<file path="config.mk">
export PLATFORM = sky130hd
export DESIGN_NAME = execute_stage_flat
export DESIGN_NICKNAME = d
export VERILOG_FILES = /design/src/ooo_pkg.sv /design/src/ooo_if.sv /design/src/execute_stage.sv /design/src/flat_wrapper.sv
export SDC_FILE = /design/constraint.sdc
export NUM_CORES = 2
export LEC_CHECK = 0
export BUFFER_PORTS_ARGS = -buffer_cell sky130_fd_sc_hd__buf_2
export CAP_MARGIN = 20
export CORE_ASPECT_RATIO = 2
export CORE_MARGIN = 2
export CORE_UTILIZATION = 30
export CTS_BUF_LIST = sky130_fd_sc_hd__clkbuf_2 sky130_fd_sc_hd__clkbuf_4 sky130_fd_sc_hd__clkbuf_8
export CTS_CLUSTER_SIZE = 20
export DETAILED_ROUTE_END_ITERATION = 8
export HOLD_SLACK_MARGIN = 0.08
export MAX_ROUTING_LAYER = met4
export PLACE_DENSITY = 0.52
export SLEW_MARGIN = 20
export SYNTH_ARGS = -nofsm -noshare
export SYNTH_HDL_FRONTEND = slang
export SYNTH_SLANG_ARGS = --single-unit
</file>
<file path="constraint.sdc">
create_clock -name clk -period 68.8 [get_ports clk]
set_clock_uncertainty 0.2 [all_clocks]
set_input_delay 10.32 -clock clk [delete_from_list [all_inputs] [get_ports clk]]
set_output_delay 10.32 -clock clk [all_outputs]
set_load 0.01 [all_outputs]
</file>
<file path="src/ooo_pkg.sv">
package ooo_pkg;

    // architectural register file, all entries general purpose
    localparam int arch_regs = 32;

    typedef logic [$clog2(arch_regs)-1:0] arch_idx_t;

    // data path word
    localparam int data_width = 32;

    typedef logic [data_width-1:0] data_t;

    // alu opcodes
    // shifts use the low five bits of rs2
    // op_mul keeps the low word of the product and is the only multi-cycle op
    typedef enum logic [3:0] {
        op_li  = 4'd0,
        op_add = 4'd1,
        op_sub = 4'd2,
        op_and = 4'd3,
        op_or  = 4'd4,
        op_xor = 4'd5,
        op_sll = 4'd6,
        op_srl = 4'd7,
        op_mul = 4'd8
    } alu_op_t;

endpackage

</file>
<file path="src/ooo_if.sv">
// renamed instruction from rename to execute and retire
interface dispatch_if
    import ooo_pkg::*;
#(
    parameter int phy_regs  = 48,
    parameter int rob_depth = 8
) ();

    localparam int phy_w = $clog2(phy_regs);
    localparam int rob_w = $clog2(rob_depth);

    logic             valid;
    alu_op_t          op;
    data_t            imm;
    logic [phy_w-1:0] rs1_phy;
    logic [phy_w-1:0] rs2_phy;
    logic [phy_w-1:0] rd_phy;
    logic [phy_w-1:0] old_phy;
    arch_idx_t        rd_arch;
    logic [rob_w-1:0] rob_id;
    // packet consumed by execute
    logic             take;

    modport rename (
        output valid, op, imm, rs1_phy, rs2_phy, rd_phy, old_phy, rd_arch, rob_id,
        input  take
    );

    modport execute (
        input  valid, op, imm, rs1_phy, rs2_phy, rd_phy, rob_id,
        output take
    );

    modport retire (
        input valid, take, rd_arch, rd_phy, old_phy
    );

endinterface

// completed result from execute to the reorder buffer
interface result_if
    import ooo_pkg::*;
#(
    parameter int phy_regs  = 48,
    parameter int rob_depth = 8
) ();

    localparam int rob_w = $clog2(rob_depth);

    // one-cycle pulse per finished instruction
    logic             valid;
    logic [rob_w-1:0] rob_id;
    data_t            value;

    modport execute (
        output valid, rob_id, value
    );

    modport retire (
        input valid, rob_id, value
    );

endinterface

</file>
<file path="src/execute_stage.sv">
module execute_stage
    import ooo_pkg::*;
#(
    parameter int phy_regs   = 48,
    parameter int rob_depth  = 8,
    parameter int mul_cycles = 4
) (
    input  logic        clk,
    input  logic        rst,
    dispatch_if.execute dispatch,
    result_if.execute   result
);

    localparam int phy_w = $clog2(phy_regs);
    localparam int rob_w = $clog2(rob_depth);
    localparam int cnt_w = $clog2(mul_cycles);

    data_t            prf [phy_regs];

    // destination of the value held in the result register
    logic [phy_w-1:0] res_phy;

    data_t            rs1_val;
    data_t            rs2_val;
    data_t            alu_out;

    // multiplier state
    logic [cnt_w-1:0] mul_count;
    logic             mul_done;
    data_t            mul_a;
    data_t            mul_b;
    logic [phy_w-1:0] mul_phy;
    logic [rob_w-1:0] mul_rob_id;

    assign dispatch.take = dispatch.valid && (mul_count == '0);
    assign mul_done      = (mul_count == cnt_w'(1));

    // result register not yet in the prf
    assign rs1_val = (result.valid && res_phy == dispatch.rs1_phy) ? result.value
                                                                    : prf[dispatch.rs1_phy];
    assign rs2_val = (result.valid && res_phy == dispatch.rs2_phy) ? result.value
                                                                    : prf[dispatch.rs2_phy];

    always_comb begin
        case (dispatch.op)
            op_li:   alu_out = dispatch.imm;
            op_add:  alu_out = rs1_val + rs2_val;
            op_sub:  alu_out = rs1_val - rs2_val;
            op_and:  alu_out = rs1_val & rs2_val;
            op_or:   alu_out = rs1_val | rs2_val;
            op_xor:  alu_out = rs1_val ^ rs2_val;
            op_sll:  alu_out = rs1_val << rs2_val[4:0];
            op_srl:  alu_out = rs1_val >> rs2_val[4:0];
            default: alu_out = '0;
        endcase
    end

    always_ff @(posedge clk or posedge rst) begin
        if (rst) begin
            mul_count    <= '0;
            result.valid <= 1'b0;
        end else begin
            result.valid <= 1'b0;
            if (mul_count != '0) begin
                mul_count <= mul_count - 1'b1;
                if (mul_done) begin
                    result.valid <= 1'b1;
                end
            end else if (dispatch.take) begin
                if (dispatch.op == op_mul) begin
                    mul_count <= cnt_w'(mul_cycles - 1);
                end else begin
                    result.valid <= 1'b1;
                end
            end
        end
    end

    always_ff @(posedge clk) begin
        if (dispatch.take) begin
            if (dispatch.op == op_mul) begin
                mul_a      <= rs1_val;
                mul_b      <= rs2_val;
                mul_phy    <= dispatch.rd_phy;
                mul_rob_id <= dispatch.rob_id;
            end else begin
                res_phy       <= dispatch.rd_phy;
                result.rob_id <= dispatch.rob_id;
                result.value  <= alu_out;
            end
        end else if (mul_done) begin
            res_phy       <= mul_phy;
            result.rob_id <= mul_rob_id;
            result.value  <= mul_a * mul_b;
        end
    end

    // architectural range starts at zero, upper registers are written before use
    always_ff @(posedge clk or posedge rst) begin
        if (rst) begin
            for (int i = 0; i < arch_regs; i++) begin
                prf[i] <= '0;
            end
        end else if (result.valid) begin
            prf[res_phy] <= result.value;
        end
    end

    // packet waiting behind a running multiply stays in place
    no_take_during_mul: assert property (@(posedge clk) disable iff (rst)
        ((mul_count != '0) && dispatch.valid) |=>
            (dispatch.valid && $stable(dispatch.rob_id)));

endmodule

</file>
<file path="src/flat_wrapper.sv">
// flat-port wrapper written by rule: the top's interface ports become plain ports
module execute_stage_flat import ooo_pkg::*;
#(
    parameter int phy_regs   = 48,
    parameter int rob_depth  = 8,
    parameter int mul_cycles = 4
)
  (clk, rst, dispatch_valid, dispatch_op, dispatch_imm, dispatch_rs1_phy, dispatch_rs2_phy, dispatch_rd_phy, dispatch_rob_id, dispatch_take, result_valid, result_rob_id, result_value);
  dispatch_if #(.phy_regs(phy_regs), .rob_depth(rob_depth)) dispatch_i ();
  result_if #(.phy_regs(phy_regs), .rob_depth(rob_depth)) result_i ();
  input  logic clk;
  input  logic rst;
  input wire logic [$bits(dispatch_i.valid)-1:0] dispatch_valid;
  input wire logic [$bits(dispatch_i.op)-1:0] dispatch_op;
  input wire logic [$bits(dispatch_i.imm)-1:0] dispatch_imm;
  input wire logic [$bits(dispatch_i.rs1_phy)-1:0] dispatch_rs1_phy;
  input wire logic [$bits(dispatch_i.rs2_phy)-1:0] dispatch_rs2_phy;
  input wire logic [$bits(dispatch_i.rd_phy)-1:0] dispatch_rd_phy;
  input wire logic [$bits(dispatch_i.rob_id)-1:0] dispatch_rob_id;
  output wire logic [$bits(dispatch_i.take)-1:0] dispatch_take;
  output wire logic [$bits(result_i.valid)-1:0] result_valid;
  output wire logic [$bits(result_i.rob_id)-1:0] result_rob_id;
  output wire logic [$bits(result_i.value)-1:0] result_value;
  assign dispatch_i.valid = dispatch_valid;
  assign dispatch_i.op = dispatch_op;
  assign dispatch_i.imm = dispatch_imm;
  assign dispatch_i.rs1_phy = dispatch_rs1_phy;
  assign dispatch_i.rs2_phy = dispatch_rs2_phy;
  assign dispatch_i.rd_phy = dispatch_rd_phy;
  assign dispatch_i.rob_id = dispatch_rob_id;
  assign dispatch_take = dispatch_i.take;
  assign result_valid = result_i.valid;
  assign result_rob_id = result_i.rob_id;
  assign result_value = result_i.value;
  execute_stage #(.phy_regs(phy_regs), .rob_depth(rob_depth), .mul_cycles(mul_cycles)) u_core (.clk(clk), .rst(rst), .dispatch(dispatch_i), .result(result_i));
endmodule
</file>
# Word-level counts from Yosys, hierarchy flattened
# Cells that the tools add are included.
# classes
add_sub_neg,3
multipliers,1
n_lt_le_gt_ge,4
eq_ne,12
shift,2
muxes,28
bitwise_logic,7
n_reduce_logical,14
# op_table
operator,count
$bwmux 1536,1
$bmux 32 s6,2
$mux 32,10
$pmux 32 s8,1
$demux 32 s6,1
$add 32x32->32,1
$and 32x32->32,1
$mul 32x32->32,1
$or 32x32->32,1
$shl 32x5->32,1
$shr 32x5->32,1
$sub 32x32->32,1
$xor 32x32->32,1
$ge 7x7->1 const B,3
$not 6->7,3
$mux 6,3
$eq 4x3->1 const B,4
$eq 6x6->1,2
$mux 3,3
$eq 4x2->1 const B,2
$reduce_and 2->1,4
$reduce_bool 2->1,4
$lt 7x1->1 const B,1
$mux 2,3
10 further kinds,16
# totals
regBits,1653
inputBits,60
out_inout_bits,37
wordCells,128

# Longest topological paths before layout
# logic_depth
ltp_word,9
depth_mapped,31
ltp_nobuf,27

# Worst setup path after synthesis
# Ideal clock, no wire load.
# synth_path
path_kind,input -> output
from,input dispatch_valid
to,output dispatch_take
arrival_ns,11.203
required_time_ns,58.280
path_slack_ns,47.077
path_stages,4
cell_sequence,nand2_1 > inv_1 > clkbuf_1 > buf_1
# synth_between
elab_chain_len,1
# synth_lines
item,line_no,source
from (decl),flat_wrapper.sv:13,input wire logic [$bits(dispatch_i.valid)-1:0] dispatch_valid;
$logic_and 1x1->1,execute_stage.sv:35,assign dispatch.take = dispatch.valid && (mul_count == '0);
to (decl),flat_wrapper.sv:20,output wire logic [$bits(dispatch_i.take)-1:0] dispatch_take;
# Every way passes these cells.

# Final worst setup path
# Same ends and word-level chain as after synthesis.

==> qor.yml <==
portBuffers: 96
power_frac_comb_pct: 39.5
p_switching_mw: 1.46
synth_seq_cells: 1653
required_ns: 58.28
synth_cells: 8076
routed-wl-met2_um: 249000
worst_setup_path_start_kind: "primary input"
crit_type: "primary input to output pin"
place_inst: 12529
synth_top_cell_by_area: "dfrtp_1"
worstHoldPathCells: 1
pwr-share-clk_pct: 23.7
antenna_found_initial: 24
post-route-period-util_pct: 32.2
fin_setup_tns_ns: 0
routedWlPerCell_um: 37.1
p_int_mw: 2.26
clk_pin_slew_ns: 0.07
syn_area_per_cell_um2: 13.2
dr.first_iter.drc_count: 6503
final_net_count: 8790
routed_wl_um: 481000
power.leakage_nw: 49.5
clockRootBuffer: "clkbuf_8"
synthTopCellsByCount: "mux2_2, dfrtp_1, edfxtp_1, mux4_2, mux2i_1"
setup_violations: 0
postRouteAntennaNets: 0
synth_edf_count: 626
postCtsResizedCells: 0
fin_crit_ns: 22.14
hp-class: "flop to flop"
worstPathMaxFanout: 22
synth.top_cell.area_share_pct: 24.2
track_usage_pct: 27.1
r2r-start: "u_core.res_phy[0]$_DFFE_PP_"
synth_fp_nets: 8767
grt_pass1_wl_um: 658000
drt-vias-per-instance: 5.83
grt_max_degree: 177
yosysSeqAreaShare_pct: 41.8
dp_hpwl_um: 344000
dr_total_vias: 75613
synthMostInstantiatedCell: "mux2_2"
core_area_um2: 353000
maxSlewViolCount: 0
io_pins: 97
cts_buffer_depth: 4
finish.utilization_pct: 33.4
die_area_um2: 360000
rows: 309
netlist-cell-type-count: 104
r2r_end: "u_core.result.value[31]$_DFFE_PP_"
worstSkewPairLatency_ns: 1.04
hold_ws_ns: 0.322
hold_path_end: "u_core.prf[1338]$_DFFE_PP0P_"
arrival_ns: 11.62
route.met3.wl_um: 25900
grt_pass1_vias: 80971
grt-ovfl-total: 0
yosys-top-cells-area: "dfrtp_1, edfxtp_1, mux4_2"
cap_violations: 0
swShare_pct: 39.3
critPathCaptureType: "output pin"
power_mw: 3.72
tightest_slew_ns: 1.34
reg2reg_slack_ns: 59.69
ir_drop_uv: 37.6
cts_setup_buffers: 0
hold_start: "u_core.prf[1338]$_DFFE_PP0P_"
rr_worst_depth: 23
synth_flop_cell: "dfrtp_1"
async_flop_share_pct: 62.1
drc: 0
power_density_nw_per_um2: 31.5
cts_sinks: 1653
seqPwrFrac_pct: 36.7
firstDrtPassIters: 8
wl_met1_um: 148000
synthToLayoutAreaGrowth_pct: 11.0
clock.fmax_ghz: 0.0452
hold_violations: 0
ys_warn_count: 0
die_y_um: 846
instances_no_fill: 12972
htreeDepth: 4
die_w_um: 425
drive_above_1_share_pct: 32.5
netlist_area_um2: 106000
slew_headroom_pct: 10.0
cts_hold_buf: 0
start_util_pct: 30.1
status: "completed"
rsz0062_at_grt: "false"
numCtsBuffers: 232
tritoncts: "done"
gp_congestion: 0.992
top_layer: "met4"
crit_start: "dispatch_valid"
[state kept, by name, summed over array words and instances (netlist names), 3 cells and up]
register              count
u_core.prf             1536
u_core.result.value      32
u_core.mul_a             32
u_core.mul_b             32
u_core.mul_phy            6
u_core.res_phy            6
u_core.result.rob_id      3
u_core.mul_rob_id         3
[critical path: stages]
cell	delay (ns)
buf_2	0.14
nand2_2	0.09
buf_4	0.35
inv_1	0.39
buf_2	0.26
[cells in the final DEF, fill, tap and decap left out, drive strengths merged, types with 85 or more instances in the layout]
cell type | Yosys | layout
mux2i | 487 | 487
nand2 | 485 | 485
a21oi | 186 | 186
nand3 | 92 | 92
buf | 325 | 443
fa | 409 | 409
a22oi | 230 | 230
inv | 465 | 467
and2 | 332 | 332
o22ai | 85 | 85
mux4 | 610 | 610
edfxtp | 626 | 626
dfrtp | 1027 | 1027
mux2 | 1070 | 1070
clkbuf | 330 | 338
o21ai | 87 | 87
nor2 | 186 | 186
xnor2 | 118 | 118
ha | 222 | 222
[power by group through the flow]
stage / clock, mW / combinational, mW / sequential [mW]
floorplan: 0 / 0.873 / 1.37
global placement: 0 / 1.44 / 1.37
detailed placement: 0 / 1.45 / 1.38
CTS: 0.895 / 1.46 / 1.36
global route: 0.926 / 1.55 / 1.38
finish: 0.883 / 1.47 / 1.37
[logic make-up (layout without fill, tap and decap cells)]
logic type | count (synthesis) | after routing | share of synthesized area [%]
adders and majority gates | 631 | 631 | 10.3
other | 0 | 25 | 0
xor gates and xnor gates | 148 | 148 | 1.22
buffers and inverters | 1124 | 1330 | 4.65
muxes | 2167 | 2167 | 28.8
AOI/OAI and AO/OA | 999 | 999 | 6.74
and+or+nand+nor | 1354 | 1354 | 6.41
DFF | 1653 | 1653 | 41.8
[per-stage QoR]
step                      instance area (um2)  setup slack (ns)
final                                  118000             46.66
after global routing                   118000             46.63
after CTS                              118000             46.66
after detailed placement               113000             46.67
after global placement                 113000             46.67
after floorplan                        106000             29.38
[area by class of cell]
cell class              count  area, um2
well taps                4665       5840
fillers                 34962     235000
diodes                     25       62.6
multi-input cells        5299      57500
clock inverters            80        803
repair buffers            444       3260
inverters                 469       1770
clock buffers             337       4310
flip-flops and latches   1653      44500
[worst max-delay path by stage]
stage / end / slack [ns] / cells after the start
4_1_cts: dispatch_take / 46.66 / 5
5_1_grt: dispatch_take / 46.63 / 5
3_5_place_dp: dispatch_take / 46.67 / 5
3_3_place_gp: dispatch_take / 46.67 / 5
2_1_floorplan: u_core.mul_count[0]$_DFFE_PP0P_ / 29.38 / 1
6_report: dispatch_take / 46.66 / 5
[metal layers]
metal | GRT usage, % | up-vias
met5 | - | -
met4 | 26.3 | 0
met3 | 4.05 | 1735
met2 | 47.4 | 3627
met1 | 24.8 | 40222
li1 | - | 30029
Power figures use the tool's default switching activity.
