<file path="config.mk">
export PLATFORM = sky130hd
export DESIGN_NAME = retire_stage_flat
export DESIGN_NICKNAME = d
export VERILOG_FILES = /design/src/ooo_pkg.sv /design/src/ooo_if.sv /design/src/retire_stage.sv /design/src/flat_wrapper.sv
export SDC_FILE = /design/constraint.sdc
export NUM_CORES = 1
export LEC_CHECK = 0
export BUFFER_PORTS_ARGS = -buffer_cell sky130_fd_sc_hd__clkbuf_2
export CAP_MARGIN = 20
export CORE_UTILIZATION = 60
export CTS_BUF_LIST = sky130_fd_sc_hd__clkbuf_4 sky130_fd_sc_hd__clkbuf_8 sky130_fd_sc_hd__clkbuf_16
export CTS_CLUSTER_SIZE = 20
export DETAILED_ROUTE_END_ITERATION = 10
export GPL_ROUTABILITY_DRIVEN = 0
export GPL_TIMING_DRIVEN = 0
export HOLD_SLACK_MARGIN = 0.15
export PLACE_DENSITY = 0.88
export SETUP_SLACK_MARGIN = 0.5
export SKIP_CTS_REPAIR_TIMING = 1
export SLEW_MARGIN = 25
export SYNTH_ARGS = -nofsm -noshare
export SYNTH_HDL_FRONTEND = slang
export SYNTH_SLANG_ARGS = --single-unit
</file>
<file path="constraint.sdc">
create_clock -name clk -period 4.3 [get_ports clk]
set_input_delay 0.215 -clock clk [delete_from_list [all_inputs] [get_ports clk]]
set_output_delay 0.215 -clock clk [all_outputs]
set_load 0.01 [all_outputs]
</file>
<file path="src/ooo_pkg.sv">
package ooo_pkg;

    // architectural register file, all entries general purpose
    localparam int arch_regs = 32;

    typedef logic [$clog2(arch_regs)-1:0] arch_idx_t;

    // data path word
    localparam int data_width = 32;

    typedef logic [data_width-1:0] data_t;

    // alu opcodes
    // shifts use the low five bits of rs2
    // op_mul keeps the low word of the product and is the only multi-cycle op
    typedef enum logic [3:0] {
        op_li  = 4'd0,
        op_add = 4'd1,
        op_sub = 4'd2,
        op_and = 4'd3,
        op_or  = 4'd4,
        op_xor = 4'd5,
        op_sll = 4'd6,
        op_srl = 4'd7,
        op_mul = 4'd8
    } alu_op_t;

endpackage

</file>
<file path="src/ooo_if.sv">
// renamed instruction from rename to execute and retire
interface dispatch_if
    import ooo_pkg::*;
#(
    parameter int phy_regs  = 48,
    parameter int rob_depth = 8
) ();

    localparam int phy_w = $clog2(phy_regs);
    localparam int rob_w = $clog2(rob_depth);

    logic             valid;
    alu_op_t          op;
    data_t            imm;
    logic [phy_w-1:0] rs1_phy;
    logic [phy_w-1:0] rs2_phy;
    logic [phy_w-1:0] rd_phy;
    logic [phy_w-1:0] old_phy;
    arch_idx_t        rd_arch;
    logic [rob_w-1:0] rob_id;
    // packet consumed by execute
    logic             take;

    modport rename (
        output valid, op, imm, rs1_phy, rs2_phy, rd_phy, old_phy, rd_arch, rob_id,
        input  take
    );

    modport execute (
        input  valid, op, imm, rs1_phy, rs2_phy, rd_phy, rob_id,
        output take
    );

    modport retire (
        input valid, take, rd_arch, rd_phy, old_phy
    );

endinterface

// completed result from execute to the reorder buffer
interface result_if
    import ooo_pkg::*;
#(
    parameter int phy_regs  = 48,
    parameter int rob_depth = 8
) ();

    localparam int rob_w = $clog2(rob_depth);

    // one-cycle pulse per finished instruction
    logic             valid;
    logic [rob_w-1:0] rob_id;
    data_t            value;

    modport execute (
        output valid, rob_id, value
    );

    modport retire (
        input valid, rob_id, value
    );

endinterface

</file>
<file path="src/retire_stage.sv">
module retire_stage
    import ooo_pkg::*;
#(
    parameter int phy_regs  = 48,
    parameter int rob_depth = 8
) (
    input  logic                         clk,
    input  logic                         rst,
    dispatch_if.retire                   dispatch,
    result_if.retire                     result,
    output logic                         free_valid,
    output logic [$clog2(phy_regs)-1:0]  free_phy,
    output logic [$clog2(rob_depth)-1:0] rob_tail,
    output logic                         rob_full,
    output logic                         retire_valid,
    output arch_idx_t                    retire_rd,
    output data_t                        retire_value
);

    localparam int phy_w = $clog2(phy_regs);
    localparam int rob_w = $clog2(rob_depth);

    // reorder buffer entries
    arch_idx_t            rob_arch [rob_depth];
    logic [phy_w-1:0]     rob_old [rob_depth];
    data_t                rob_value [rob_depth];
    logic [rob_depth-1:0] rob_done;

    logic [rob_w-1:0]     head;
    logic [rob_w:0]       count;
    logic [rob_w-1:0]     res_offset;
    logic                 alloc;
    logic                 retire;

    assign alloc      = dispatch.valid && dispatch.take;
    assign retire     = rob_done[head];
    assign res_offset = result.rob_id - head;

    // one slot kept back for the packet waiting in rename
    assign rob_full = count >= (rob_w + 1)'(rob_depth - 1);

    always_ff @(posedge clk or posedge rst) begin
        if (rst) begin
            rob_done     <= '0;
            head         <= '0;
            rob_tail     <= '0;
            count        <= '0;
            retire_valid <= 1'b0;
            free_valid   <= 1'b0;
        end else begin
            retire_valid <= retire;
            free_valid   <= retire;
            if (alloc) begin
                rob_done[rob_tail] <= 1'b0;
                rob_tail           <= rob_tail + 1'b1;
            end
            if (result.valid) begin
                rob_done[result.rob_id] <= 1'b1;
            end
            if (retire) begin
                rob_done[head] <= 1'b0;
                head           <= head + 1'b1;
            end
            case ({alloc, retire})
                2'b10:   count <= count + 1'b1;
                2'b01:   count <= count - 1'b1;
                default: count <= count;
            endcase
        end
    end

    always_ff @(posedge clk) begin
        if (alloc) begin
            rob_arch[rob_tail] <= dispatch.rd_arch;
            rob_old[rob_tail]  <= dispatch.old_phy;
        end
        if (result.valid) begin
            rob_value[result.rob_id] <= result.value;
        end
        // head leaves, its previous mapping goes back to the free list
        if (retire) begin
            retire_rd    <= rob_arch[head];
            retire_value <= rob_value[head];
            free_phy     <= rob_old[head];
        end
    end

    result_hits_live_entry: assert property (@(posedge clk) disable iff (rst)
        result.valid |-> ((rob_w + 1)'(res_offset) < count));

    // a fresh register never aliases the mapping it replaces
    fresh_phy_differs: assert property (@(posedge clk) disable iff (rst)
        alloc |-> dispatch.rd_phy != dispatch.old_phy);

endmodule

</file>
<file path="src/flat_wrapper.sv">
// flat-port wrapper written by rule: the top's interface ports become plain ports
module retire_stage_flat import ooo_pkg::*;
#(
    parameter int phy_regs  = 48,
    parameter int rob_depth = 8
)
  (clk, rst, free_valid, free_phy, rob_tail, rob_full, retire_valid, retire_rd, retire_value, dispatch_valid, dispatch_take, dispatch_rd_arch, dispatch_rd_phy, dispatch_old_phy, result_valid, result_rob_id, result_value);
  dispatch_if #(.phy_regs(phy_regs), .rob_depth(rob_depth)) dispatch_i ();
  result_if #(.phy_regs(phy_regs), .rob_depth(rob_depth)) result_i ();
  input  logic clk;
  input  logic rst;
  output logic free_valid;
  output logic [$clog2(phy_regs)-1:0] free_phy;
  output logic [$clog2(rob_depth)-1:0] rob_tail;
  output logic rob_full;
  output logic retire_valid;
  output arch_idx_t retire_rd;
  output data_t retire_value;
  input wire logic [$bits(dispatch_i.valid)-1:0] dispatch_valid;
  input wire logic [$bits(dispatch_i.take)-1:0] dispatch_take;
  input wire logic [$bits(dispatch_i.rd_arch)-1:0] dispatch_rd_arch;
  input wire logic [$bits(dispatch_i.rd_phy)-1:0] dispatch_rd_phy;
  input wire logic [$bits(dispatch_i.old_phy)-1:0] dispatch_old_phy;
  input wire logic [$bits(result_i.valid)-1:0] result_valid;
  input wire logic [$bits(result_i.rob_id)-1:0] result_rob_id;
  input wire logic [$bits(result_i.value)-1:0] result_value;
  assign dispatch_i.valid = dispatch_valid;
  assign dispatch_i.take = dispatch_take;
  assign dispatch_i.rd_arch = dispatch_rd_arch;
  assign dispatch_i.rd_phy = dispatch_rd_phy;
  assign dispatch_i.old_phy = dispatch_old_phy;
  assign result_i.valid = result_valid;
  assign result_i.rob_id = result_rob_id;
  assign result_i.value = result_value;
  retire_stage #(.phy_regs(phy_regs), .rob_depth(rob_depth)) u_core (.clk(clk), .rst(rst), .dispatch(dispatch_i), .result(result_i), .free_valid(free_valid), .free_phy(free_phy), .rob_tail(rob_tail), .rob_full(rob_full), .retire_valid(retire_valid), .retire_rd(retire_rd), .retire_value(retire_value));
endmodule
</file>
# [Word level (Yosys, flattened, before mapping)]
# Memory sizes are Yosys's and may differ from the RTL's. A register that Yosys moved wholly into a read port is not among the register bits.
# Index checks and enable logic that the tools add are counted.
[totals] reg_bits=19 memories=3 elab_cells=47 ramBits=344
[memory_table] name="u_core.rob_value" words=8 width=32 rd=1 rd_ports_with_merged_regs=1 wr=1 line="retire_stage.sv:26" text="data_t rob_value [rob_depth];"
[memory_table] name="u_core.rob_old" words=8 width=6 rd=1 rd_ports_with_merged_regs=1 wr=1 line="retire_stage.sv:25" text="logic [phy_w-1:0] rob_old [rob_depth];"
[memory_table] name="u_core.rob_arch" words=8 width=5 rd=1 rd_ports_with_merged_regs=1 wr=1 line="retire_stage.sv:24" text="arch_idx_t rob_arch [rob_depth];"
[op_classes] magnitude_cmp=7 bitwise=5 mux=16 eq_ne=2 addsub=4 n_reduce_logical=5
[op_table] op="8-bit two-way mux" count=3
[op_table] op="8-bit AND" count=2
[op_table] op="8-bit NOT" count=2
[op_table] op="3-bit by 4-bit less-than comparator with 1-bit output (second input constant)" count=3
[op_table] op="1-bit demux with 3-bit select" count=3
[op_table] op="3-bit by 1-bit >= comparator with 1-bit output (second input constant)" count=3
[op_table] op="1-bit two-way mux" count=8
[op_table] op="8-bit bitwise OR" count=1
[op_table] op="4-bit one-hot mux with 2 select lines" count=1
[op_table] op="3-bit by 1-bit adder with 3-bit output (second input constant)" count=2
[op_table] op="4-bit by 1-bit adder with 4-bit output (second input constant)" count=1
[op_table] op="4-bit by 3-bit >= comparator with 1-bit output (second input constant)" count=1
[op_table] op="1-bit logical AND" count=4
[op_table] op="4-bit by 1-bit subtractor with 4-bit output (second input constant)" count=1
[op_table] op="1-bit binary-select mux with 3-bit select" count=1
[op_table] op="2-bit by 1-bit == test with 1-bit output (second input constant)" count=1
[op_table] op="2-bit == test (second input constant)" count=1
[op_table] op="2-bit nonzero test" count=1

# [Longest topological paths before layout]
[depth] ltp_word=11 mapped_depth=12 ltp_nobuf=11

# [Worst setup path after synthesis]
# Ideal clock, no wire load.
[synth_timing] kind="reg-to-reg" start="reg u_core.head[1]" end="reg u_core.count[2]" path_stages_with_launch=13 slack_ps=977 period_less_slack_ps=3323 t_arrival_ps=3197 n_path_buf=1 path_cell_list="dfrtp_1 -> buf_4 -> mux2i_1 -> a22o_1 -> a311o_1 -> inv_1 -> ha_1 -> xor2_1 -> ha_1 -> a21oi_1 -> xor2_1 -> nor2_1 -> xor2_1"
[synth_between] elab_chain_cells=4 elab_cells_between_ends=6 classes_between="2 x eq/ne; 3 x mux; 1 x reduce/logical"
[synth_lines] item="start: declaration" line="retire_stage.sv:29" text="logic [rob_w-1:0] head;"
[synth_lines] item="start signal: assignment" line="retire_stage.sv:62" text="head <= head + 1'b1;"
[synth_lines] item="1-bit binary-select mux with 3-bit select *" line="retire_stage.sv:36" text="assign retire = rob_done[head];"
[synth_lines] item="1-bit two-way mux (not written as such) *" line="retire_stage.sv:36"
[synth_lines] item="named net u_core.retire" line="retire_stage.sv:33" text="logic retire;"
[synth_lines] item="2-bit by 1-bit == test with 1-bit output or 2-bit == test (tied branches)" line="retire_stage.sv:64" text="case ({alloc, retire})"
[synth_lines] item="4-bit one-hot mux with 2 select lines or 2-bit nonzero test (tied branches)"
[synth_lines] item="end signal: assignment" line="retire_stage.sv:65" text="2'b10: count <= count + 1'b1;"
[synth_lines] item="end signal: assignment" line="retire_stage.sv:66" text="2'b01: count <= count - 1'b1;"
[synth_lines] item="end signal: assignment" line="retire_stage.sv:67" text="default: count <= count;"
[synth_lines] item="end: declaration" line="retire_stage.sv:30" text="logic [rob_w:0] count;"
# Mark *: on every way through the listed nets, which the timed path passes. The rest lies on a longest branch. The select of a mux whose other input is x is not followed.
# A chain may end at the register's enable or synchronous reset.

# [Worst setup path after layout]
# Same ends and word-level chain as after synthesis.

==> results.sh <==
export IMPL_outcome="finished clean"
export IMPL_slowest_stage="inv_4"
export IMPL_netlist_area_sq_mm=0.01532
export IMPL_hold_path_class="in -> reg"
export IMPL_port_buffers=99
export IMPL_crit_chain="buf_4, mux2i_1, a22o_1, a311o_1, inv_4, ha_1, xor2_1, ha_1, a21oi_1, xor2_1, nor2_1, xor2_1"
export IMPL_n_fill_cell=1392
export IMPL_power_leakage_nw=6.530
export IMPL_synth_top_family_by_area="multiplexers"
export IMPL_yosys_cell_types_count=35
export IMPL_core_area_sq_mm=0.02511
export IMPL_ys_async_sr_fraction_pct=4.680
export IMPL_p_sw_mw=3.815
export IMPL_dieArea_sq_mm=0.02618
export IMPL_switching_share_pct=31.00
export IMPL_slew_headroom_pct=45.66
export IMPL_yosys_top_cells_count="edfxtp_1 (387), nand2_1 (139), mux4_2 (87)"
export IMPL_skew_ps=29.75
export IMPL_grt_first_pass_wirelength_mm=50.97
export IMPL_drv_cap=0
export IMPL_drt_initial_drc_count=955
export IMPL_synth_seq_cells=406
export IMPL_arrival_ps=3690
export IMPL_ioPinCount=106
export IMPL_power_share_sequential_pct=42.7
export IMPL_end_kind="flop"
export IMPL_ys_warn_count=0
export IMPL_dp_hpwl_mm=20.07
export IMPL_cts_sinks=406
export IMPL_whs_ps=172.2
export IMPL_cts_tree="yes"
export IMPL_grt_overflow_total=0
export IMPL_antenna_left=0
export IMPL_fin_crit_sh_pct=76.56
export IMPL_syn_inst=751
export IMPL_clock_latency_ps=550
export IMPL_wl_per_cell_um=27.66
export IMPL_first_global_vias=8391
export IMPL_num_rows=58
export IMPL_crit_path_frequent_cell="xor2_1"
export IMPL_power_mw=12.31
export IMPL_tns_ps=0
export IMPL_rsz0062_at_grt="no"
export IMPL_die_width_um=161.8
export IMPL_cts_buffer_depth=3
export IMPL_grt_usage_pct=27.28
export IMPL_clkPwrFrac_pct=28.4
export IMPL_synth_area_top_cells="edfxtp_1 (76%), mux4_2 (13%), nand2_1 (3.4%)"
export IMPL_combPwrFrac_pct=28.8
export IMPL_synth_nets=813
export IMPL_critPathLaunchType="flop"
export IMPL_max_slew_worst_pin_slew_ps=813.2
export IMPL_dr_total_vias=8300
export IMPL_synth_edf_count=387
export IMPL_dp_slack_ps=1127
export IMPL_final_cells=1316
export IMPL_vias_per_cell=6.307
export IMPL_p_int_mw=8.491
export IMPL_ys_seq_area_share_pct=78.96
export IMPL_grt_max_degree=47
export IMPL_yosysMostFrequentCell="edfxtp_1"
export IMPL_die_y_um=161.8
export IMPL_initial_core_util_pct=61.01
export IMPL_pwr_density_cell_mw_per_mm2=670.2
export IMPL_ys_flop_type="edfxtp_1"
export IMPL_final_setup_viol_count=0
export IMPL_cts_max_level=2
export IMPL_setup_ws_ps=1008
export IMPL_synth_top_area_share_pct=75.86
export IMPL_syn_avg_cell_area_sq_um=20.40
export IMPL_synth_fa_ha_area_share_pct=0.4084
export IMPL_synthSimpleGateAreaFrac_pct=4.394
export IMPL_synth_xor_area_share_pct=0.4002
export IMPL_cts_root_buf="clkbuf_16"
export IMPL_synth_top_area_cell="edfxtp_1"
export IMPL_fin_crit_ps=3292
export IMPL_synth_compound_area_share_pct=1.086
export IMPL_routed_wl_mm=36.39
export IMPL_cts_made_buffers=40
export IMPL_irDropWorstVdd_v=0.0004829
export IMPL_firstDrtPassIters=6
export IMPL_drive_above_1_share_pct=30.93
export IMPL_numPlacedInstances=1197
export IMPL_antenna_found_initial=0
export IMPL_diodes=0
export IMPL_cp_required_ps=4700
export IMPL_synth_mux_area_share_pct=13.30
export IMPL_area_delta_synth_final_pct=19.86
export IMPL_nets=1018
export IMPL_slowest_delay_ps=540
export IMPL_report_final_hold_viol_count=0
export IMPL_clock_fmax_mhz=303.8
export IMPL_clk_pin_slew_worst_paths_ps=70
export IMPL_drc=0
export IMPL_crit_fanout=46
export IMPL_drv_slew=0
export IMPL_critical_path_class="reg -> reg"
[final cells by class]
class | count | area, sq um | share of cell area (%)
Tap cell | 330 | 412.9 | 2.249
Timing Repair Buffer | 163 | 1264 | 6.882
Inverter | 12 | 47.55 | 0.2589
Clock buffer | 52 | 1116 | 6.078
Sequential cell | 406 | 12100 | 65.88
Buffer | 32 | 176.4 | 0.9608
Multi-Input combinational cell | 301 | 3057 | 16.65
Clock inverter | 20 | 192.7 | 1.049
[critical path: cells and delay by family (launching register included)]
family / cells / cell delay, ps
and+or+nand+nor: 1 / 60
adders and majority gates: 2 / 560
AOI/OAI and AO/OA: 3 / 780
xor gates and xnor gates: 3 / 400
DFF: 1 / 400
muxes: 1 / 230
buffers and inverters: 2 / 730
[layout by cell type (no fill, tap or decap), types with 5 or more instances in the layout]
cell type,n
clkbuf_16,40
dfrtp_1,19
ha_1,5
dlygate4sd3_1,47
nand2_1,139
inv_1,10
a31oi_1,8
a21oi_1,12
buf_2,12
clkbuf_2,99
edfxtp_1,387
nor2_1,5
buf_6,5
clkinv_1,5
nor2_4,6
mux4_2,87
nor2b_1,6
buf_4,13
clkbuf_1,6
clkbuf_4,8
buf_16,7
clkinv_2,7
[logic make-up (layout without fill, tap and decap cells)]
group	after synthesis	in the layout
adders and majority gates	5	5
DFF	406	406
muxes	94	94
xor gates and xnor gates	7	7
buffers and inverters	44	279
AOI/OAI and AO/OA	27	27
and+or+nand+nor	168	168
[per-stage QoR]
stage          cell area, sq um  util, %
4_1_cts                   17890    71.26
3_3_place_gp              16230    64.63
6_report                  18360    73.13
2_1_floorplan             15320        -
5_1_grt                   18360    73.13
3_5_place_dp              16580    66.05
[registers in the layout, summed over array words and instances (netlist names)]
name,flops
u_core.free_valid,1
u_core.rob_arch,40
u_core.rob_old,48
u_core.rob_tail,3
u_core.retire_value,32
u_core.count,4
u_core.head,3
u_core.rob_done,8
u_core.rob_value,256
u_core.free_phy,6
u_core.retire_rd,5
[power by group through the flow]
stage / clock network, mW / registers [mW] / logic [mW]
6_report: 3.50 / 5.26 / 3.55
5_1_grt: 3.66 / 5.28 / 3.80
4_1_cts: 3.50 / 5.25 / 3.49
3_5_place_dp: 0 / 5.31 / 3.38
3_3_place_gp: 0 / 5.30 / 3.22
2_1_floorplan: 0 / 5.39 / 2.19
[worst paths after layout]
| check | startpoint | end | slack, ps | cells after the start |
|---|---|---|---|---|
| max | u_core.head[1]$_DFFE_PP0P_ | u_core.count[2]$_DFFE_PP0P_ | 1010 | 12 |
| min | result_rob_id[2] | u_core.rob_value[1][17]$_DFFE_PP_ | 170 | 2 |
| max reg2reg | u_core.head[1]$_DFFE_PP0P_ | u_core.count[2]$_DFFE_PP0P_ | 1010 | 12 |
| min reg2reg | u_core.rob_done[6]$_DFF_PP0_ | u_core.rob_done[6]$_DFF_PP0_ | 500 | 1 |
| max in group asynchronous | rst | u_core.rob_done[1]$_DFF_PP0_ | 3440 | 3 |
| min in group asynchronous | rst | u_core.rob_tail[2]$_DFFE_PP0P_ | 350 | 3 |
[per-layer routing]
metal	track usage [%]	vias to the layer above	part of all wire, %
li1	-	3396	-
met1	34.10	4190	36
met2	45.59	599	52
met3	5.490	115	8.1
met4	14.37	0	4.7
met5	0	-	0
Power figures use the tool's default switching activity.
