File: config.mk
export PLATFORM = sky130hd
export DESIGN_NAME = rename_stage_flat
export DESIGN_NICKNAME = d
export VERILOG_FILES = /design/src/ooo_pkg.sv /design/src/ooo_if.sv /design/src/rename_stage.sv /design/src/flat_wrapper.sv
export SDC_FILE = /design/constraint.sdc
export NUM_CORES = 1
export LEC_CHECK = 0
export BUFFER_PORTS_ARGS = -buffer_cell sky130_fd_sc_hd__buf_2
export CORE_UTILIZATION = 35
export CTS_BUF_LIST = sky130_fd_sc_hd__clkbuf_8
export CTS_CLUSTER_SIZE = 30
export DETAILED_ROUTE_END_ITERATION = 10
export SYNTH_ARGS = -nofsm -noshare
export SYNTH_HDL_FRONTEND = slang
export SYNTH_SLANG_ARGS = --single-unit
File: constraint.sdc
create_clock -name clk -period 20.1 [get_ports clk]
set_input_delay 4.02 -clock clk [delete_from_list [all_inputs] [get_ports clk]]
set_output_delay 4.02 -clock clk [all_outputs]
set_load 0.02 [all_outputs]
File: src/ooo_pkg.sv
package ooo_pkg;

    // architectural register file, all entries general purpose
    localparam int arch_regs = 32;

    typedef logic [$clog2(arch_regs)-1:0] arch_idx_t;

    // data path word
    localparam int data_width = 32;

    typedef logic [data_width-1:0] data_t;

    // alu opcodes
    // shifts use the low five bits of rs2
    // op_mul keeps the low word of the product and is the only multi-cycle op
    typedef enum logic [3:0] {
        op_li  = 4'd0,
        op_add = 4'd1,
        op_sub = 4'd2,
        op_and = 4'd3,
        op_or  = 4'd4,
        op_xor = 4'd5,
        op_sll = 4'd6,
        op_srl = 4'd7,
        op_mul = 4'd8
    } alu_op_t;

endpackage

File: src/ooo_if.sv
// renamed instruction from rename to execute and retire
interface dispatch_if
    import ooo_pkg::*;
#(
    parameter int phy_regs  = 48,
    parameter int rob_depth = 8
) ();

    localparam int phy_w = $clog2(phy_regs);
    localparam int rob_w = $clog2(rob_depth);

    logic             valid;
    alu_op_t          op;
    data_t            imm;
    logic [phy_w-1:0] rs1_phy;
    logic [phy_w-1:0] rs2_phy;
    logic [phy_w-1:0] rd_phy;
    logic [phy_w-1:0] old_phy;
    arch_idx_t        rd_arch;
    logic [rob_w-1:0] rob_id;
    // packet consumed by execute
    logic             take;

    modport rename (
        output valid, op, imm, rs1_phy, rs2_phy, rd_phy, old_phy, rd_arch, rob_id,
        input  take
    );

    modport execute (
        input  valid, op, imm, rs1_phy, rs2_phy, rd_phy, rob_id,
        output take
    );

    modport retire (
        input valid, take, rd_arch, rd_phy, old_phy
    );

endinterface


File: src/rename_stage.sv
module rename_stage
    import ooo_pkg::*;
#(
    parameter int phy_regs  = 48,
    parameter int rob_depth = 8
) (
    input  logic                         clk,
    input  logic                         rst,
    input  logic                         instr_valid,
    input  alu_op_t                      instr_op,
    input  arch_idx_t                    instr_rd,
    input  arch_idx_t                    instr_rs1,
    input  arch_idx_t                    instr_rs2,
    input  data_t                        instr_imm,
    output logic                         stall,
    dispatch_if.rename                   dispatch,
    input  logic                         free_valid,
    input  logic [$clog2(phy_regs)-1:0]  free_phy,
    input  logic [$clog2(rob_depth)-1:0] rob_tail,
    input  logic                         rob_full
);

    localparam int phy_w    = $clog2(phy_regs);
    localparam int rob_w    = $clog2(rob_depth);
    localparam int fl_depth = phy_regs - arch_regs;
    localparam int fl_ptr_w = (fl_depth > 1) ? $clog2(fl_depth) : 1;
    localparam int fl_cnt_w = $clog2(fl_depth + 1);

    // front alias table
    logic [phy_w-1:0]    rat [arch_regs];

    // circular free list
    logic [phy_w-1:0]    fl_mem [fl_depth];
    logic [fl_ptr_w-1:0] fl_head;
    logic [fl_ptr_w-1:0] fl_tail;
    logic [fl_cnt_w-1:0] fl_count;

    logic                held;
    logic                accept;

    assign held   = dispatch.valid && !dispatch.take;
    assign stall  = held || (fl_count == '0) || rob_full;
    assign accept = instr_valid && !stall;

    // identity mapping out of reset
    always_ff @(posedge clk or posedge rst) begin
        if (rst) begin
            for (int i = 0; i < arch_regs; i++) begin
                rat[i] <= phy_w'(i);
            end
        end else if (accept) begin
            rat[instr_rd] <= fl_mem[fl_head];
        end
    end

    // starts full with physical registers above the architectural range
    always_ff @(posedge clk or posedge rst) begin
        if (rst) begin
            for (int i = 0; i < fl_depth; i++) begin
                fl_mem[i] <= phy_w'(arch_regs + i);
            end
            fl_head  <= '0;
            fl_tail  <= '0;
            fl_count <= fl_cnt_w'(fl_depth);
        end else begin
            if (free_valid) begin
                fl_mem[fl_tail] <= free_phy;
                fl_tail <= (fl_tail == fl_ptr_w'(fl_depth - 1)) ? '0 : fl_tail + 1'b1;
            end
            if (accept) begin
                fl_head <= (fl_head == fl_ptr_w'(fl_depth - 1)) ? '0 : fl_head + 1'b1;
            end
            case ({free_valid, accept})
                2'b10:   fl_count <= fl_count + 1'b1;
                2'b01:   fl_count <= fl_count - 1'b1;
                default: fl_count <= fl_count;
            endcase
        end
    end

    always_ff @(posedge clk or posedge rst) begin
        if (rst) begin
            dispatch.valid <= 1'b0;
        end else if (accept) begin
            dispatch.valid <= 1'b1;
        end else if (dispatch.take) begin
            dispatch.valid <= 1'b0;
        end
    end

    // sources are looked up before the destination is remapped
    always_ff @(posedge clk) begin
        if (accept) begin
            dispatch.op      <= instr_op;
            dispatch.imm     <= instr_imm;
            dispatch.rs1_phy <= rat[instr_rs1];
            dispatch.rs2_phy <= rat[instr_rs2];
            dispatch.rd_phy  <= fl_mem[fl_head];
            dispatch.old_phy <= rat[instr_rd];
            dispatch.rd_arch <= instr_rd;
            // a packet leaving at this edge claims the current tail
            dispatch.rob_id  <= rob_tail + rob_w'(dispatch.valid);
        end
    end

    // pointers agree with the count whenever a register is popped
    no_pop_when_empty: assert property (@(posedge clk) disable iff (rst)
        accept |-> (fl_head != fl_tail) || (fl_count == fl_cnt_w'(fl_depth)));

    // retire never returns more registers than were handed out
    no_push_when_full: assert property (@(posedge clk) disable iff (rst)
        free_valid |-> fl_count < fl_cnt_w'(fl_depth));

endmodule

File: src/flat_wrapper.sv
// flat-port wrapper written by rule: the top's interface ports become plain ports
module rename_stage_flat import ooo_pkg::*;
#(
    parameter int phy_regs  = 48,
    parameter int rob_depth = 8
)
  (clk, rst, instr_valid, instr_op, instr_rd, instr_rs1, instr_rs2, instr_imm, stall, free_valid, free_phy, rob_tail, rob_full, dispatch_valid, dispatch_op, dispatch_imm, dispatch_rs1_phy, dispatch_rs2_phy, dispatch_rd_phy, dispatch_old_phy, dispatch_rd_arch, dispatch_rob_id, dispatch_take);
  dispatch_if #(.phy_regs(phy_regs), .rob_depth(rob_depth)) dispatch_i ();
  input  logic clk;
  input  logic rst;
  input  logic instr_valid;
  input  alu_op_t instr_op;
  input  arch_idx_t instr_rd;
  input  arch_idx_t instr_rs1;
  input  arch_idx_t instr_rs2;
  input  data_t instr_imm;
  output logic stall;
  input  logic free_valid;
  input  logic [$clog2(phy_regs)-1:0] free_phy;
  input  logic [$clog2(rob_depth)-1:0] rob_tail;
  input  logic rob_full;
  output wire logic [$bits(dispatch_i.valid)-1:0] dispatch_valid;
  output wire logic [$bits(dispatch_i.op)-1:0] dispatch_op;
  output wire logic [$bits(dispatch_i.imm)-1:0] dispatch_imm;
  output wire logic [$bits(dispatch_i.rs1_phy)-1:0] dispatch_rs1_phy;
  output wire logic [$bits(dispatch_i.rs2_phy)-1:0] dispatch_rs2_phy;
  output wire logic [$bits(dispatch_i.rd_phy)-1:0] dispatch_rd_phy;
  output wire logic [$bits(dispatch_i.old_phy)-1:0] dispatch_old_phy;
  output wire logic [$bits(dispatch_i.rd_arch)-1:0] dispatch_rd_arch;
  output wire logic [$bits(dispatch_i.rob_id)-1:0] dispatch_rob_id;
  input wire logic [$bits(dispatch_i.take)-1:0] dispatch_take;
  assign dispatch_valid = dispatch_i.valid;
  assign dispatch_op = dispatch_i.op;
  assign dispatch_imm = dispatch_i.imm;
  assign dispatch_rs1_phy = dispatch_i.rs1_phy;
  assign dispatch_rs2_phy = dispatch_i.rs2_phy;
  assign dispatch_rd_phy = dispatch_i.rd_phy;
  assign dispatch_old_phy = dispatch_i.old_phy;
  assign dispatch_rd_arch = dispatch_i.rd_arch;
  assign dispatch_rob_id = dispatch_i.rob_id;
  assign dispatch_i.take = dispatch_take;
  rename_stage #(.phy_regs(phy_regs), .rob_depth(rob_depth)) u_core (.clk(clk), .rst(rst), .instr_valid(instr_valid), .instr_op(instr_op), .instr_rd(instr_rd), .instr_rs1(instr_rs1), .instr_rs2(instr_rs2), .instr_imm(instr_imm), .stall(stall), .dispatch(dispatch_i), .free_valid(free_valid), .free_phy(free_phy), .rob_tail(rob_tail), .rob_full(rob_full));
endmodule
* Word-level counts from Yosys, hierarchy flattened *
Index checks and enable logic that the tools add are counted.

word-level totals
  register bits after elaboration = 370
  input bits = 66
  word-level logic and storage cells = 115

cells by class
  add/sub/neg operators = 5
  magnitude comparators = 7
  eq/ne operators = 4
  mux-type cells = 23
  bitwise gates (word level) = 5
  reduce and logical (&&, ||, !) cells = 11

operator list
  cell                                                         number
  bitwise mux 192 bit                                          1
  bitwise mux 96 bit                                           1
  binary-select mux 6 bit (select 5 bit)                       3
  2-to-1 mux 6 bit                                             10
  demux 6 bit (select 5 bit)                                   1
  binary-select mux 6 bit (select 4 bit)                       1
  demux 6 bit (select 4 bit)                                   1
  greater-or-equal comparator 6 bit (second input constant)    3
  inverter 5 -> 6 bit                                          3
  greater-or-equal comparator 5 bit (second input constant)    2
  inverter 4 -> 5 bit                                          2
  case mux 5 bit (2 select lines)                              1
  adder 4 x 1 -> 4 bit (second input constant)                 2
  == test 4 bit (second input constant)                        2
  2-to-1 mux 4 bit                                             2
  less-than comparator 6 x 1 -> 1 bit (second input constant)  1
  adder 5 x 1 -> 5 bit (second input constant)                 1
  zero test 5 bit                                              1
  less-than comparator 5 x 1 -> 1 bit (second input constant)  1
  subtractor 5 x 1 -> 5 bit (second input constant)            1
  logical AND 1 bit                                            4
  nonzero test 2 bit                                           2
  adder 3 x 1 -> 3 bit                                         1
  == test 2 x 1 -> 1 bit (second input constant)               1
  4 further kinds                                              7

* Longest topological paths before layout *
  depth in word-level cells = 8
  depth in mapped cells = 13
  gate-level depth less buffers = 11

* Least setup slack after synthesis *
Ideal clock, no wire load.

  path kind = input to output
  start = input dispatch_take
  end = output stall
  arrival time = 4.542 ns
  required time = 16.080 ns
  setup slack = 11.538 ns
  cell stages on the path = 3
  buffers on the path = 1
  cell sequence = nand2b_1 clkbuf_1 nand3b_1

between the ends
  word-level cells in the longest chain between the ends = 4

ends and longest elaborated chain
  what                            RTL line            text
  start, declared                 flat_wrapper.sv:31  input wire logic [$bits(dispatch_i.take)-1:0] dispatch_take;
  zero test 1 bit                 rename_stage.sv:41  assign held = dispatch.valid && !dispatch.take;
  logical AND 1 bit               rename_stage.sv:41
  logical OR 1 bit (2 in series)  rename_stage.sv:42  assign stall = held || (fl_count == '0) || rob_full;
  end, declared                   flat_wrapper.sv:17  output logic stall;

Every way passes these cells.

* Worst setup path in the final report *
Ends and elaborated chain as after synthesis.

==> impl_results.rst <==
.. list-table::
   :header-rows: 1

   * - Metric
     - Value
   * - Result of the run
     - complete, no violations
   * - Type of the worst setup path
     - input port to primary output
   * - Routed len/inst
     - 25.2 um
   * - Buffers & Inverters on Critical Path
     - 2
   * - Combinational family with the most area after synthesis
     - multiplexers
   * - Mux contribution to synthesized area
     - 0.374
   * - Setup-violating endpoint count in the final report
     - 0
   * - Clock-pin slew of the registers on the worst-case setup and hold paths
     - 0.05 ns
   * - Post-Synth Adder-Cell Area
     - 0.00714
   * - TritonCTS clock tree
     - done
   * - Cell type with the highest aggregate area in the netlist
     - sky130_fd_sc_hd__dfrtp_1
   * - Area share of and/or/nand/nor cells after synthesis
     - 0.0494
   * - Cell seen most often among critical-path stages
     - sky130_fd_sc_hd__buf_2
   * - Root cell of the clock tree
     - sky130_fd_sc_hd__clkbuf_8
   * - Maximum fanout count along the critical path
     - 7
   * - Number of synthesized register bits
     - 370
   * - GP Congestion
     - 1.04
   * - Sum of routed wire length over all layers
     - 53.2 mm
   * - Yosys warning count
     - 0
   * - Least-Margin Pin Slew
     - 1.21 ns
   * - Mapped Cells
     - 1235
   * - Async set-or-reset flop fraction in the synthesized netlist
     - 0.816
   * - Largest incremental delay on the critical path
     - 0.26 ns
   * - Later-pin clock latency in the skew report
     - 0.65 ns
   * - Total setup buffers inserted after CTS
     - 0
   * - Total overflow reported by the global router
     - 0
   * - Achievable frequency
     - 115 MHz
   * - PostCTS Resize Cnt
     - 0
   * - Number of top-level pins
     - 136
   * - LEAKAGE
     - 8.98 nW
   * - Slowest library cell on the worst path
     - sky130_fd_sc_hd__nand2b_1
   * - Number of enable flip-flop cells after synthesis
     - 68
   * - Total power of the final layout
     - 3.15 mW
   * - Data required time of the critical path
     - 16.08 ns
   * - Number of max-cap violations
     - 0
   * - Startpoint type of the worst setup path
     - input port
   * - Total inserted antenna cells
     - 0
   * - Number of global-route vias before repair
     - 12.7k
   * - Antenna violations before repair
     - 0
   * - Signed area change from the synthesized netlist to the final layout
     - 13.7%
   * - Tightest slew margin relative to the limit
     - 0.174
   * - Synth top area share
     - 0.225
   * - Clock buffer depth
     - 3
   * - Unrepaired setup endpoints after global routing
     - false
   * - Initial DRT Pass Iterations
     - 7
   * - Avg Synthesized Cell Area
     - 15.6 um2
   * - Data arrival time of the critical path
     - 4.70 ns
   * - Post-placement cell count
     - 1989
   * - Global-route wire length before repair
     - 81.1 mm
   * - Pins over their slew limit
     - 0
   * - Number of nets with antenna violations after routing
     - 0
   * - Per-cell via count in the routed design
     - 5.83
   * - Total number of placement rows
     - 85
   * - Number of buffers added by the clock tree synthesis step
     - 68
   * - Hold Slack
     - 0.501 ns
   * - Worst min-delay path class
     - register to register
   * - Die Y
     - 237 um
   * - Hold-fix buffers at CTS
     - 0
   * - Vias after detailed routing
     - 12.3k
   * - Cell Chain, Critical Path
     - buf_2 -> nand2b_1 -> nand3b_1 -> buf_2
   * - Post-synthesis cell type count
     - 52
   * - Endpoint type of the worst setup path
     - primary output
   * - Mapped cell area
     - 19300 um2
   * - Post-layout min period
     - 8.72 ns
   * - Synthesized net count
     - 1312
   * - Max H-tree Level
     - 3
   * - Clk sinks
     - 370
   * - Top area cells in the synthesized netlist
     - sky130_fd_sc_hd__dfrtp_1, sky130_fd_sc_hd__dfstp_2, sky130_fd_sc_hd__mux2_2
   * - Core footprint
     - 54100 um2
   * - Share of cells above drive strength 1
     - 0.587
   * - Count of routing violations after the opening detailed-route iteration
     - 968
   * - Number of remaining DRC errors
     - 0
   * - HPWL reported at the end of detailed placement
     - 34.2 mm
   * - Sum of negative setup slack
     - 0 ns
   * - Initial Util
     - 0.356
   * - Post-route fraction of the period consumed by the critical path
     - 0.434
   * - Fraction of synthesized cell area in xor and xnor cells
     - 0.00409
   * - Area of the die
     - 56000 um2
   * - Cell area power density
     - 144 nW/um2
   * - Worst clock skew
     - 0.0501 ns
   * - Quantity of I/O buffers inserted on ports
     - 135
   * - Die width
     - 237 um
   * - Hold Violations, Final
     - 0
   * - Worst path top cell family by delay
     - simple AND/OR/NAND/NOR gates
   * - Post-synth top flop
     - sky130_fd_sc_hd__dfrtp_1
   * - Net count reported at finish
     - 1440
   * - Register area share after synthesis
     - 0.506
   * - Overall global routing resource usage
     - 0.193
   * - Largest vdd supply drop
     - 0.000110 V
   * - Compound-cell area share of the yosys netlist
     - 0.0357
   * - Number of standard cells in the layout, taps in and fillers out
     - 2114
   * - Maximum number of pins on one net before global-route repair
     - 152
synthesized netlist by cell type, types with 2 or more instances:
library cell	instances
sky130_fd_sc_hd__nand4bb_1	3
sky130_fd_sc_hd__nor2_1	9
sky130_fd_sc_hd__nand4b_1	3
sky130_fd_sc_hd__and2_1	6
sky130_fd_sc_hd__nand4_1	5
sky130_fd_sc_hd__buf_1	8
sky130_fd_sc_hd__or3b_2	4
sky130_fd_sc_hd__xnor2_1	5
sky130_fd_sc_hd__nand2b_1	4
sky130_fd_sc_hd__edfxtp_1	68
sky130_fd_sc_hd__xor2_1	4
sky130_fd_sc_hd__mux4_2	138
sky130_fd_sc_hd__nor2b_1	5
sky130_fd_sc_hd__nor3b_1	2
sky130_fd_sc_hd__a31oi_1	2
sky130_fd_sc_hd__nand3b_1	12
sky130_fd_sc_hd__o211ai_1	6
sky130_fd_sc_hd__buf_2	36
sky130_fd_sc_hd__ha_1	11
sky130_fd_sc_hd__mux2i_1	66
sky130_fd_sc_hd__dfstp_2	129
sky130_fd_sc_hd__clkbuf_2	12
sky130_fd_sc_hd__inv_1	6
sky130_fd_sc_hd__nand3_1	8
sky130_fd_sc_hd__nor3_2	18
sky130_fd_sc_hd__mux2_2	291
sky130_fd_sc_hd__or3_1	3
sky130_fd_sc_hd__a22oi_1	12
sky130_fd_sc_hd__buf_4	4
sky130_fd_sc_hd__a21oi_1	5
sky130_fd_sc_hd__o22ai_1	72
sky130_fd_sc_hd__and3b_1	2
sky130_fd_sc_hd__nor4_1	18
sky130_fd_sc_hd__nand4b_2	2
sky130_fd_sc_hd__nand2_1	24
sky130_fd_sc_hd__dfrtp_1	173
sky130_fd_sc_hd__nor3_1	8
sky130_fd_sc_hd__o21ai_0	4
sky130_fd_sc_hd__clkbuf_1	28
sky130_fd_sc_hd__buf_6	2
sky130_fd_sc_hd__mux4_1	6
area by class of cell:
class	instances	area, um2
Clock inverter	46	248
Fill cell	4995	32200
Tap cell	696	871
Inverter	6	31.3
Clock buffer	79	1090
Multi-Input combinational cell	769	9140
Sequential cell	370	9760
Timing Repair Buffer	148	786
metal layers:
metal,vias up,part of all wire,GRT usage
met5,-,0,0
met4,0,0.041,0.0842
met3,133,0.057,0.0385
met2,479,0.47,0.304
met1,6521,0.43,0.258
li1,5191,-,-
placed cells by master, fill, tap and decap left out, types with 3 or more instances in the layout:
cell                         instances
sky130_fd_sc_hd__mux2_2            291
sky130_fd_sc_hd__dfrtp_1           173
sky130_fd_sc_hd__mux4_2            138
sky130_fd_sc_hd__buf_2             130
sky130_fd_sc_hd__dfstp_2           129
sky130_fd_sc_hd__clkbuf_8           79
sky130_fd_sc_hd__o22ai_1            72
sky130_fd_sc_hd__edfxtp_1           68
sky130_fd_sc_hd__mux2i_1            60
sky130_fd_sc_hd__inv_1              36
sky130_fd_sc_hd__nand2_1            24
sky130_fd_sc_hd__nor3_2             18
sky130_fd_sc_hd__nor4_1             18
sky130_fd_sc_hd__buf_4              18
sky130_fd_sc_hd__nand3b_1           12
sky130_fd_sc_hd__a22oi_1            12
sky130_fd_sc_hd__ha_1               11
sky130_fd_sc_hd__nor2_1              9
sky130_fd_sc_hd__nand3_1             8
sky130_fd_sc_hd__nor3_1              8
sky130_fd_sc_hd__mux2i_4             6
sky130_fd_sc_hd__mux4_1              6
sky130_fd_sc_hd__and2_1              6
sky130_fd_sc_hd__o211ai_1            6
sky130_fd_sc_hd__nor2b_1             5
sky130_fd_sc_hd__nand4_1             5
sky130_fd_sc_hd__clkinv_2            5
sky130_fd_sc_hd__a21oi_1             5
sky130_fd_sc_hd__xnor2_1             5
sky130_fd_sc_hd__nand2b_1            4
sky130_fd_sc_hd__xor2_1              4
sky130_fd_sc_hd__or3b_2              4
sky130_fd_sc_hd__o21ai_0             4
sky130_fd_sc_hd__or3_1               3
sky130_fd_sc_hd__nand4bb_1           3
sky130_fd_sc_hd__nand4b_1            3
sky130_fd_sc_hd__inv_8               3
sky130_fd_sc_hd__clkinvlp_4          3
state kept, by name (all words and copies together), names as in the netlist, 5 cells and up:
signal                   count
u_core.rat                 192
u_core.dispatch.rs1_phy      6
u_core.dispatch.old_phy      6
u_core.dispatch.rd_arch      5
u_core.dispatch.rd_phy       6
u_core.dispatch.rs2_phy      6
u_core.dispatch.imm         32
u_core.fl_mem               96
u_core.fl_count              5
metrics by stage:
stage	util	setup slack [ns]	instance area (um2)
CTS	0.405	11.39	21900
finish	0.405	11.38	21900
global placement	0.380	11.40	20600
detailed placement	0.380	11.39	20600
floorplan	-	7.95	19300
global route	0.405	11.36	21900
power breakdown:
part,switching [mW],internal [mW],total [mW]
clock network,0.332,0.375,0.707
logic,0.575,0.534,1.11
registers,0.220,1.12,1.34
path summary, 6_finish.rpt:
kind	startpoint	end	slack, ns	depth (start not counted)
min in group asynchronous	rst	u_core.fl_count[1]$_DFFE_PP0P_	3.55	2
min reg2reg	u_core.fl_mem[44]$_DFFE_PP0P_	u_core.fl_mem[44]$_DFFE_PP0P_	0.50	1
max in group asynchronous	rst	u_core.rat[11]$_DFFE_PP0P_	14.68	3
max reg2reg	u_core.fl_count[1]$_DFFE_PP0P_	u_core.fl_count[4]$_DFFE_PP1P_	16.72	11
min	u_core.fl_mem[44]$_DFFE_PP0P_	u_core.fl_mem[44]$_DFFE_PP0P_	0.50	1
max	dispatch_take	stall	11.38	4
worst reg2reg max path, delay by kind of cell, from the launching register on:
kind / cells / cell delay, ns
AO/OA/AOI/OAI: 3 / 0.53
buffers and inverters: 1 / 0.26
flip-flops: 1 / 0.44
adder cells (fa/ha/maj): 2 / 0.62
AND/OR/NAND/NOR: 3 / 1.10
XOR/XNOR: 2 / 0.37
logic make-up (layout without fill, tap and decap cells):
group | Yosys count | after routing
multiplexers | 501 | 501
XOR/XNOR | 9 | 9
adder cells (fa/ha/maj) | 11 | 11
AO/OA/AOI/OAI | 106 | 106
AND/OR/NAND/NOR | 142 | 142
flip-flops | 370 | 370
buffers and inverters | 96 | 279
Note: power is estimated with default switching activity, not from simulation.
